--- src/sysarr_params.svh ---
////////////////////
// Array size and datapath widths for RTL and testbench
// SYSARR_N must be at least 2; results wrap at SYSARR_ACC_W bits
////////////////////
`ifndef SYSARR_PARAMS_SVH
`define SYSARR_PARAMS_SVH

// Array dimension, also the vector length
`define SYSARR_N 4

// Signed input element width
`define SYSARR_ELEM_W 16

// Signed result width
`define SYSARR_ACC_W 32

// Width of the commanded vector count
`define SYSARR_CNT_W 8

`endif

--- src/sysarr_data_pkg.sv ---
////////////////////
// Datapath types; element 0 sits in the lowest bits of a vector
////////////////////
`default_nettype none

`include "sysarr_params.svh"

package sysarr_data_pkg;

  ////////////////////
  // Scalars
  ////////////////////

  // One signed input element
  typedef logic signed [`SYSARR_ELEM_W-1:0] elem_t;

  // One signed result, wraps modulo 2^ACC_W
  typedef logic signed [`SYSARR_ACC_W-1:0] acc_t;

  ////////////////////
  // Vectors
  ////////////////////

  // Weight row or input vector
  typedef elem_t [`SYSARR_N-1:0] vec_t;

  // Result vector
  typedef acc_t [`SYSARR_N-1:0] res_vec_t;

  // Bottom of one array column, tagged so bubbles can be dropped
  typedef struct packed {
    logic valid;
    acc_t sum;
  } col_out_t;

endpackage : sysarr_data_pkg

`default_nettype wire

--- src/result_deskew.sv ---
////////////////////
// Aligned results are written on the advance step that consumes them
// can_advance holds the array whenever that write would overflow the FIFO
////////////////////
`timescale 1ns/1ps
`default_nettype none

`include "sysarr_params.svh"

module result_deskew
  import sysarr_data_pkg::*;
(
  input  wire                           ap_clk,
  input  wire                           areset,
  input  wire                           advance,
  input  wire col_out_t [`SYSARR_N-1:0] col_out,
  input  wire                           y_ready,
  output logic                          y_valid,
  output res_vec_t                      y_data,
  output logic                          y_fire,
  output logic                          can_advance
);

  localparam int N = `SYSARR_N;

  acc_t       al_sum   [N];
  logic       al_valid [N];
  logic       al_all;
  res_vec_t   al_vec;
  res_vec_t   fifo_mem [2];
  logic       wr_ptr;
  logic       rd_ptr;
  logic [1:0] count;
  logic       push;

  ////////////////////
  // Column delays
  ////////////////////
  for (genvar j = 0; j < N; j++) begin : g_col
    localparam int D = N - 1 - j;
    if (D == 0) begin : g_pass
      assign al_sum[j]   = col_out[j].sum;
      assign al_valid[j] = col_out[j].valid;
    end else begin : g_dly
      acc_t         sum_q [D];
      logic [D-1:0] vld_q;

      always_ff @(posedge ap_clk) begin
        if (areset) begin
          vld_q <= '0;
        end else if (advance) begin
          vld_q[0] <= col_out[j].valid;
          for (int s = 1; s < D; s++) begin
            vld_q[s] <= vld_q[s-1];
          end
        end
      end

      always_ff @(posedge ap_clk) begin
        if (advance) begin
          sum_q[0] <= col_out[j].sum;
          for (int s = 1; s < D; s++) begin
            sum_q[s] <= sum_q[s-1];
          end
        end
      end

      assign al_sum[j]   = sum_q[D-1];
      assign al_valid[j] = vld_q[D-1];
    end
  end

  always_comb begin
    al_all = 1'b1;
    for (int j = 0; j < N; j++) begin
      al_all    = al_all & al_valid[j];
      al_vec[j] = al_sum[j];
    end
  end

  ////////////////////
  // Two-entry FIFO
  ////////////////////
  assign push        = advance & al_all;
  assign y_valid     = (count != 2'd0);
  assign y_data      = fifo_mem[rd_ptr];
  assign y_fire      = y_valid & y_ready;
  // A pending aligned result needs one free slot before the next step
  assign can_advance = (count != 2'd2) | ~al_all;

  always_ff @(posedge ap_clk) begin
    if (push) begin
      fifo_mem[wr_ptr] <= al_vec;
    end
  end

  always_ff @(posedge ap_clk) begin
    if (areset) begin
      wr_ptr <= 1'b0;
      rd_ptr <= 1'b0;
      count  <= 2'd0;
    end else begin
      if (push) begin
        wr_ptr <= ~wr_ptr;
      end
      if (y_fire) begin
        rd_ptr <= ~rd_ptr;
      end
      case ({push, y_fire})
        2'b10:   count <= count + 2'd1;
        2'b01:   count <= count - 2'd1;
        default: count <= count;
      endcase
    end
  end

endmodule : result_deskew

`default_nettype wire

--- config.mk ---
export PLATFORM = sky130hd
export DESIGN_NAME = result_deskew
export DESIGN_NICKNAME = d
export VERILOG_FILES = /design/src/sysarr_data_pkg.sv /design/src/result_deskew.sv
export VERILOG_INCLUDE_DIRS = /design/src /design/src/src
export SDC_FILE = /design/constraint.sdc
export NUM_CORES = 1
export LEC_CHECK = 0
export BUFFER_PORTS_ARGS = -buffer_cell sky130_fd_sc_hd__buf_4
export CAP_MARGIN = 40
export CORE_UTILIZATION = 30
export CTS_CLUSTER_DIAMETER = 150
export DETAILED_ROUTE_END_ITERATION = 8
export PLACE_DENSITY = 0.51
export SYNTH_ARGS = -nofsm -noshare
export SYNTH_HDL_FRONTEND = slang
export SYNTH_SLANG_ARGS = --single-unit
--- constraint.sdc ---
create_clock -name ap_clk -period 18.1 [get_ports ap_clk]
set_input_delay 1.81 -clock ap_clk [delete_from_list [all_inputs] [get_ports ap_clk]]
set_output_delay 1.81 -clock ap_clk [all_outputs]
set_load 0.05 [all_outputs]
==> impl_metrics.ini <==
[timing]
report.final.hold_viol_count = 0
timing.final.ws_setup_ns = 13.74
max-slew-margin-rel_pct = 46.7
rsz0062_at_grt = false
max_freq_mhz = 229
fin_crit_ns = 4.36
tightest_slew_ns = 0.800
timing.final.max_slew_violations = 0
setup_violations = 0
period_share_pct = 24.1
fin_worst_skew_ns = 0.0137
final.setup.tns_ns = 0

[synthesis]
synth_compound_area_share_pct = 0.113
synth-xor-area-share_pct = 0.170
synth-main-ff-cell = edfxtp_1
synth_sequential_area_ratio_pct = 88.6
synth_adder_area_share_pct = 0.0811
postSynthAreaPerCell_um2 = 24.3
synth_top_cell_area_share_pct = 87.2
yosysUniqueCellTypes = 21
synth_edf_count = 448
ys_top_cells_by_count = edfxtp_1 (448), mux2_2 (129), buf_4 (11), dfxtp_1 (11), nor2_1 (11)
syn-num-nets = 772
multiplexer_share_of_the_synthesized_area_pct = 9.80
synth-simple-area-share_pct = 0.559
most_frequent_cell_after_synthesis = edfxtp_1
synthDominantAreaCellType = edfxtp_1
synthTopCellsByArea = edfxtp_1 (87%), mux2_2 (9.4%), dfxtp_1 (1.4%)
synthesis.instances = 635
netlist_area_um2 = 15400
synth-async-reset-ratio_pct = 0
ys_ff_latch = 459
ys.warnings.count = 0
largest_family_of_logic_cells_by_synthesized_area = multiplexers

[clock_tree]
worst_skew_pair.late_latency_ns = 0.57
clockBufferDepth = 3
clk_transition_reported_paths_ns = 0.06
ctsHoldBuffers = 0
cts_sinks = 459
cts_made_buffers = 49
cts.htree.levels = 2
tritoncts = built
cts_post_setup_buffers_inserted = 0
post_cts_resize_count = 0
ctsRootBufferMaster = clkbuf_16

[setup_path]
cp.required_ns = 16.29
critical_path.max_fanout = 54
cpPeakStageDelay_ns = 0.65
worstSetupEndpointType = output port
timing.setup.critical_path_class = register to output port
timing.critical_path.mode_cell = buf_4
start_kind = register
cp_slowest_cell = buf_4
reg2reg_setup_slack_ns = 15.79
cp_cell_sequence = buf_4 -> mux2_2 -> buf_4
timing.critical_path.arrival_ns = 2.55

[power_and_ir_drop]
power-per-cell-area_nw_per_um2 = 113
ir_worst_vdd_mv = 0.0678
p_leak_nw = 6.97

[placement]
number_of_buffers_inserted_by_port_buffering = 266
dp.final_hpwl_um = 17400
place.gp.congestion = 0.701
placement.setup.worst_slack_ns = 13.87

[floorplanning]
i_o_pin_count = 267
die_w_um = 229
num_rows = 82
core_um2 = 50500
dieArea_um2 = 52400
initial_utilization_pct = 30.6
fp.dieH_um = 229

[min_path]
worst_hold_path_type = register to register

[global_routing]
aggregate_global_route_resource_usage_pct = 10.5
grt_start_max_net_pins = 59
grt_antenna_before_repair = 3
grt_first_pass_wirelength_um = 41700
overflow = 0
grt_pass1_vias = 7150

[route]
drc = 0
first_iter_violations = 331
first_pass_iters = 4
vias_per_cell = 4.14
routed_wirelength_um = 28000
detail_route.wl_per_cell_um = 16.9
detailroute.via_count = 6857
drt.antenna.violating_nets = 0

[layout]
post_synthesis_to_final_layout_area_growth_pct = 29.3
antennaDiodeCount = 0
finish.net_count = 1085
fraction_of_layout_cells_with_a_size_suffix_above_1_pct = 48.7

[outcome]
run_status = finished clean

[flow_run]
cap_viol_max_count = 0
[per-stage QoR]
step	hold WS, ns	instances	power [mW]	cell area, um2	utilization (%)
3_3_place_gp	0.401	1566	1.27	18300	36.2
5_1_grt	0.422	1655	2.33	20000	39.5
6_report	0.416	1655	2.25	20000	39.5
2_1_floorplan	0.400	635	1.24	15400	-
4_1_cts	0.414	1655	2.29	20000	39.5
3_5_place_dp	0.405	1569	1.28	18300	36.3
[critical path: cells and delay by family (launching register included)]
kind / cells / cell delay [ns]
buffers and inverters: 2 / 0.85
DFF: 1 / 0.58
muxes: 1 / 0.45
[layout by cell type (no fill, tap or decap), types with 2 or more instances in the layout]
cell | netlist | routed
buf_4 | 11 | 274
buf_16 | 0 | 2
dfxtp_1 | 11 | 10
nor2_1 | 11 | 10
inv_6 | 0 | 2
xnor2_1 | 2 | 2
edfxtp_1 | 448 | 448
clkbuf_8 | 0 | 4
clkbuf_16 | 0 | 51
inv_4 | 0 | 2
mux2_2 | 129 | 129
clkbuf_1 | 1 | 14
clkinv_2 | 0 | 3
bufinv_16 | 0 | 6
clkinv_1 | 0 | 4
mux2i_1 | 6 | 6
[where the power goes]
group          switching [mW]  leakage, nW  internal (mW)
combinational          0.0153         1.91         0.0195
clock                   0.387        0.795          0.616
sequential             0.0104         4.27           1.21
total                   0.413         6.97           1.84
[kinds of logic after synthesis]
group,after synthesis
flip-flops,459
AO/OA/AOI/OAI,3
XOR/XNOR,3
multiplexers,135
AND/OR/NAND/NOR,18
buffers and inverters,16
adder cells (fa/ha/maj),1
[registers in the layout, summed over array words and instances (netlist names), named ones only]
register           cells
rd_ptr                 1
fifo_mem             256
g_col.g_dly.sum_q    192
count                  2
g_col.g_dly.vld_q      6
wr_ptr                 1
[per-layer routing]
metal / vias up / global-route usage (%) / wire (um)
met5: - / 0 / 39
met4: 6 / 4.60 / 826
met3: 64 / 3.36 / 1920
met2: 216 / 16.5 / 13000
met1: 3402 / 13.5 / 12200
li1: 3169 / - / -
[worst paths after layout]
kind | start | end | cells after the start
setup / recovery | register | y_data[46] | 3
hold / removal | g_col[0].g_dly.sum_q[0][1] | g_col[0].g_dly.sum_q[0][33] | 0
setup reg to reg | g_col[0].g_dly.vld_q[2] | fifo_mem[0][53] | 5
hold reg to reg | g_col[0].g_dly.sum_q[0][1] | g_col[0].g_dly.sum_q[0][33] | 0
[cell type report]
class                   instances  area (um2)
fillers                      4589       30500
multi-input cells             160        1670
well taps                     672         841
flip-flops and latches        459       13700
repair buffers                278        2150
clock buffers                  69        1380
clock inverters                17         240
(Power assumes the default switching activity.)
