--- src/sysarr_params.svh ---
////////////////////
// Array size and datapath widths for RTL and testbench
// SYSARR_N must be at least 2; results wrap at SYSARR_ACC_W bits
////////////////////
`ifndef SYSARR_PARAMS_SVH
`define SYSARR_PARAMS_SVH

// Array dimension, also the vector length
`define SYSARR_N 4

// Signed input element width
`define SYSARR_ELEM_W 16

// Signed result width
`define SYSARR_ACC_W 32

// Width of the commanded vector count
`define SYSARR_CNT_W 8

`endif

--- src/sysarr_ctrl_pkg.sv ---
////////////////////
// Kernel control types
////////////////////
`default_nettype none

`include "sysarr_params.svh"

package sysarr_ctrl_pkg;

  // Bits needed to select one weight row
  localparam int ROW_W = $clog2(`SYSARR_N);

  // Kernel phases
  typedef enum logic [1:0] {
    ST_IDLE,
    ST_LOAD,
    ST_RUN,
    ST_FLUSH
  } kernel_state_e;

  // Captured on the start edge
  typedef struct packed {
    logic [`SYSARR_CNT_W-1:0] vector_count;
  } kernel_cmd_t;

  // Per-cycle commands to the array
  typedef struct packed {
    logic             load_en;
    logic [ROW_W-1:0] load_row;
    logic             advance;
    logic             inject;
  } array_ctrl_t;

endpackage : sysarr_ctrl_pkg

`default_nettype wire

--- src/kernel_ctrl.sv ---
////////////////////
// Start is only seen as a rising edge while idle; busy starts are dropped
// Gating the array on can_advance happens here and nowhere else
////////////////////
`timescale 1ns/1ps
`default_nettype none

`include "sysarr_params.svh"

module kernel_ctrl
  import sysarr_ctrl_pkg::*;
(
  input  wire              ap_clk,
  input  wire              areset,
  input  wire              ap_start,
  input  wire kernel_cmd_t cmd,
  input  wire              w_valid,
  input  wire              x_valid,
  input  wire              can_advance,
  input  wire              y_fire,
  output logic             w_ready,
  output logic             x_ready,
  output array_ctrl_t      actl,
  output logic             ap_idle,
  output logic             ap_done,
  output logic             ap_ready
);

  kernel_state_e            state;
  kernel_cmd_t              cmd_q;
  logic                     start_q;
  logic                     start_pulse;
  logic                     w_fire;
  logic                     done_q;
  logic [ROW_W-1:0]         row_cnt;
  logic [`SYSARR_CNT_W-1:0] in_cnt;
  logic [`SYSARR_CNT_W-1:0] out_cnt;
  logic [`SYSARR_CNT_W-1:0] last_idx;

  assign start_pulse = ap_start & ~start_q;
  assign last_idx    = cmd_q.vector_count - 1'b1;

  assign w_ready = (state == ST_LOAD);
  assign x_ready = (state == ST_RUN) & can_advance;
  assign w_fire  = w_valid & w_ready;

  always_comb begin
    actl.load_en  = w_fire;
    actl.load_row = row_cnt;
    // Bubbles keep flowing in RUN even without input
    actl.advance  = ((state == ST_RUN) || (state == ST_FLUSH)) && can_advance;
    actl.inject   = x_valid && x_ready;
  end

  assign ap_idle  = (state == ST_IDLE);
  assign ap_done  = done_q;
  assign ap_ready = done_q;

  always_ff @(posedge ap_clk) begin
    if (areset) begin
      start_q <= 1'b0;
    end else begin
      start_q <= ap_start;
    end
  end

  ////////////////////
  // Phase FSM
  ////////////////////
  always_ff @(posedge ap_clk) begin
    if (areset) begin
      state   <= ST_IDLE;
      cmd_q   <= '0;
      row_cnt <= '0;
      in_cnt  <= '0;
      out_cnt <= '0;
      done_q  <= 1'b0;
    end else begin
      done_q <= 1'b0;
      case (state)
        ST_IDLE: begin
          if (start_pulse) begin
            cmd_q   <= cmd;
            row_cnt <= '0;
            in_cnt  <= '0;
            out_cnt <= '0;
            state   <= ST_LOAD;
          end
        end
        ST_LOAD: begin
          if (w_fire) begin
            row_cnt <= row_cnt + 1'b1;
            if (row_cnt == ROW_W'(`SYSARR_N - 1)) begin
              // Zero vectors means nothing to wait for
              if (cmd_q.vector_count == '0) begin
                state  <= ST_IDLE;
                done_q <= 1'b1;
              end else begin
                state <= ST_RUN;
              end
            end
          end
        end
        ST_RUN: begin
          if (actl.inject) begin
            in_cnt <= in_cnt + 1'b1;
            if (in_cnt == last_idx) begin
              state <= ST_FLUSH;
            end
          end
          if (y_fire) begin
            out_cnt <= out_cnt + 1'b1;
          end
        end
        ST_FLUSH: begin
          if (y_fire) begin
            out_cnt <= out_cnt + 1'b1;
            if (out_cnt == last_idx) begin
              state  <= ST_IDLE;
              done_q <= 1'b1;
            end
          end
        end
        default: state <= ST_IDLE;
      endcase
    end
  end

endmodule : kernel_ctrl

`default_nettype wire

--- config.mk ---
export PLATFORM = sky130hd
export DESIGN_NAME = kernel_ctrl
export DESIGN_NICKNAME = d
export VERILOG_FILES = /design/src/sysarr_ctrl_pkg.sv /design/src/kernel_ctrl.sv
export VERILOG_INCLUDE_DIRS = /design/src /design/src/src
export SDC_FILE = /design/constraint.sdc
export NUM_CORES = 1
export LEC_CHECK = 0
export BUFFER_PORTS_ARGS = -buffer_cell sky130_fd_sc_hd__buf_4
export CAP_MARGIN = 20
export CORE_MARGIN = 4
export CORE_UTILIZATION = 43
export DETAILED_ROUTE_END_ITERATION = 6
export SETUP_SLACK_MARGIN = 0.15
export SLEW_MARGIN = 20
export SYNTH_ARGS = -nofsm -noshare
export SYNTH_HDL_FRONTEND = slang
export SYNTH_SLANG_ARGS = --single-unit
export TNS_END_PERCENT = 10
--- constraint.sdc ---
create_clock -name ap_clk -period 1.87 [get_ports ap_clk]
set_input_delay 0.0935 -clock ap_clk [delete_from_list [all_inputs] [get_ports ap_clk]]
set_output_delay 0.0935 -clock ap_clk [all_outputs]
set_load 0.02 [all_outputs]
==> qor.yml <==
r2r-end: "state[0]"
track_usage: 0.172
syn_avg_cell_area_sq_um: 8.20
grt_max_degree: 19
port_buffers: 24
dieHeight_um: 73.8
drive_gt1_frac: 0.270
min_from: "ap_start"
worstSetupEndpointType: "register"
fin_crit_ns: 1.92
synthMostInstantiatedCell: "nand2_1"
total_power_mw: 1.52
maxCapViolations: 0
syn_area_sq_mm: 0.00186
switchingPower_mw: 0.424
path_class: "reg -> reg"
synth_compound_area_frac: 0.137
whs_endpoint: "start_q"
vias: 1640
cp.arrival_ns: 2.08
cts_buffers: 5
reg2reg_depth: 6
yosysTopAreaCell: "dfxtp_1"
grt-ovfl-total: 0
diodes: 0
synthMuxAreaShare: 0.0108
gp_congestion: 0.851
syn_to_final_growth_pct: 23.6
first_iter_violations: 75
p_int_mw: 1.10
grt_pass1_wl_um: 7180
critPathRequiredTime_ns: 2.03
synth_seq_area_share: 0.323
setup_viol: 1
pwr-share-comb: 0.240
finalMaxSlewViolations: 0
top_layer_used: "met4"
dp.final_hpwl_um: 3260
r2r_start: "cmd_q[3]"
insertion_delay_ns: 0.28
fin_nets: 283
switching_share: 0.279
wirelength_um: 4200
max_freq_ghz: 0.522
synth-simple-area-share: 0.290
tightest_slew_ns: 0.402
layout.cells.non_filler: 313
whs_ns: 0.0478
fin_worst_skew_ns: 0.00371
grt_antenna_before_repair: 0
syn-instance-count: 227
crit_path_max_fanout: 4
status: "finished with violations"
final_core_util: 0.563
timing.final.crit_share: 1.02
routed-wl-met2_um: 1890
netlist_top_cells_count: "nand2_1, dfxtp_1, nor2_1"
start_util: 0.455
dp_cells: 306
synth_adder_area_share: 0.0336
die_area_sq_mm: 0.00544
drtPass1Iterations: 4
grt_pass1_vias: 1554
ios: 25
drc: 0
ys_ff_latch: 30
wl_met1_um: 2000
synth_ff_type: "dfxtp_1"
power_density_mw_per_mm2: 660
synthArstFlopShare: 0
power_frac_clock: 0.319
root_buffer: "clkbuf_8"
cts_max_level: 2
synth_top_family_by_area: "simple AND/OR/NAND/NOR gates"
cp-startpoint: "cmd_q[3]"
hold_path_class: "in -> reg"
yosysTopAreaCellShare: 0.323
synthDistinctLibCells: 44
finalSetupTns_ns: -0.0451
clk_pin_slew_ns: 0.06
yosysWarnings: 0
relSlewSlack: 0.731
synth_fp_nets: 247
cp-start-kind: "register"
violations: "negative setup slack"
dr_wl_met3_um: 235
cts_tree: "built"
power_frac_seq: 0.441
setup_ws_ns: -0.0451
p_leak_nw: 0.936
core_region_area_sq_mm: 0.00409
min_path_cells: 2
cts_num_sinks: 30
synthTopCellsByArea: "dfxtp_1, xnor2_1, nand2_1, xor2_1, a21oi_1"
wl_per_cell_um: 13.4
synthXorXnorAreaFrac: 0.147
vias_per_cell: 5.24
finalHoldViolations: 0
ant_nets: 0
clock_path_buffers: 2
ir_drop_v: 0.000438
reg2reg_slack_ns: -0.05
fp.dieW_um: 73.8
synth_edf_count: 0
rows: 23
rsz0062_at_grt: "yes"
==> cell type report <==
class,instances,area (sq um)
multi-input cells,173,1170
fillers,388,1790
inverters,4,15.0
well taps,50,62.6
clock buffers,7,76.3
flip-flops and latches,30,604
repair buffers,49,368
==> how the worst max path moves through the flow <==
| stage | slack, ns | end | cells after the start |
|---|---|---|---|
| finish | -0.05 | state[0] | 6 |
| global route | -0.20 | state[0] | 7 |
| CTS | -0.05 | state[0] | 6 |
| detailed placement | -0.07 | state[0] | 6 |
| global placement | -0.03 | state[0] | 6 |
| floorplan | -0.07 | state[0] | 7 |
==> registers in the layout, summed over array words and instances, names as in the netlist, named ones only <==
register and flops:
row_cnt 2, start_q 1, out_cnt 8, ap_done 1, in_cnt 8, cmd_q 8, state 1
==> power by group through the flow <==
stage          Clock, mW  Combinational, mW  Sequential (mW)
2_1_floorplan          0              0.246            0.677
3_3_place_gp           0              0.356            0.683
3_5_place_dp           0              0.356            0.684
4_1_cts            0.498              0.362            0.670
5_1_grt            0.526              0.402            0.673
6_report           0.484              0.364            0.671
==> through the flow <==
stage,setup slack (ns),area (sq um)
floorplan,-0.0658,1870
detailed placement,-0.0738,2190
finish,-0.0451,2300
global route,-0.196,2300
CTS,-0.0485,2290
global placement,-0.0304,2190
==> layout by cell type (no fill, tap or decap), types with 3 or more instances in the layout <==
cell type  synthesis  routed
nand4_1            6       6
nor2_1            17      17
ha_1               5       5
nand3_1           11      11
buf_4              3      49
clkbuf_8           0       5
dfxtp_2            0       3
nor4_1             3       3
and2_1             3       3
xor2_1            11      11
xnor2_1           15      15
o21ai_0            8       7
a21oi_1           15      15
or3_1              5       5
nand2_1           31      29
dfxtp_1           30      27
nor2b_1            4       4
inv_1              4       4
a31oi_1            3       3
==> metal layers <==
metal / up-vias / GRT usage
met4: 0 / 0.0684
li1: 859 / -
met5: - / 0
met3: 6 / 0.0383
met1: 734 / 0.230
met2: 41 / 0.266
==> critical path: stages, from the launching register on <==
cell and delay, ns:
dfxtp_2 0.34, or4_4 0.58, o21ai_2 0.16, o21ai_2 0.07, nor4b_2 0.22, a41oi_1 0.13
or3_1 0.31
==> cell families (layout without fill, tap and decap cells) <==
logic type      Yosys count  count (layout)
mux                       2               2
compound gates           40              40
buf+inv                  24              60
simple gates             98              98
xor+xnor                 28              28
fa+ha+maj                 5               5
flops                    30              30
==> repair_timing <==
action,in CTS,in global routing
pin swaps,8,3
hold buffers,0,0
setup endpoints to repair,8,8
gates resized for setup,6,4
setup buffers,0,0
Power figures use the tool's default switching activity.
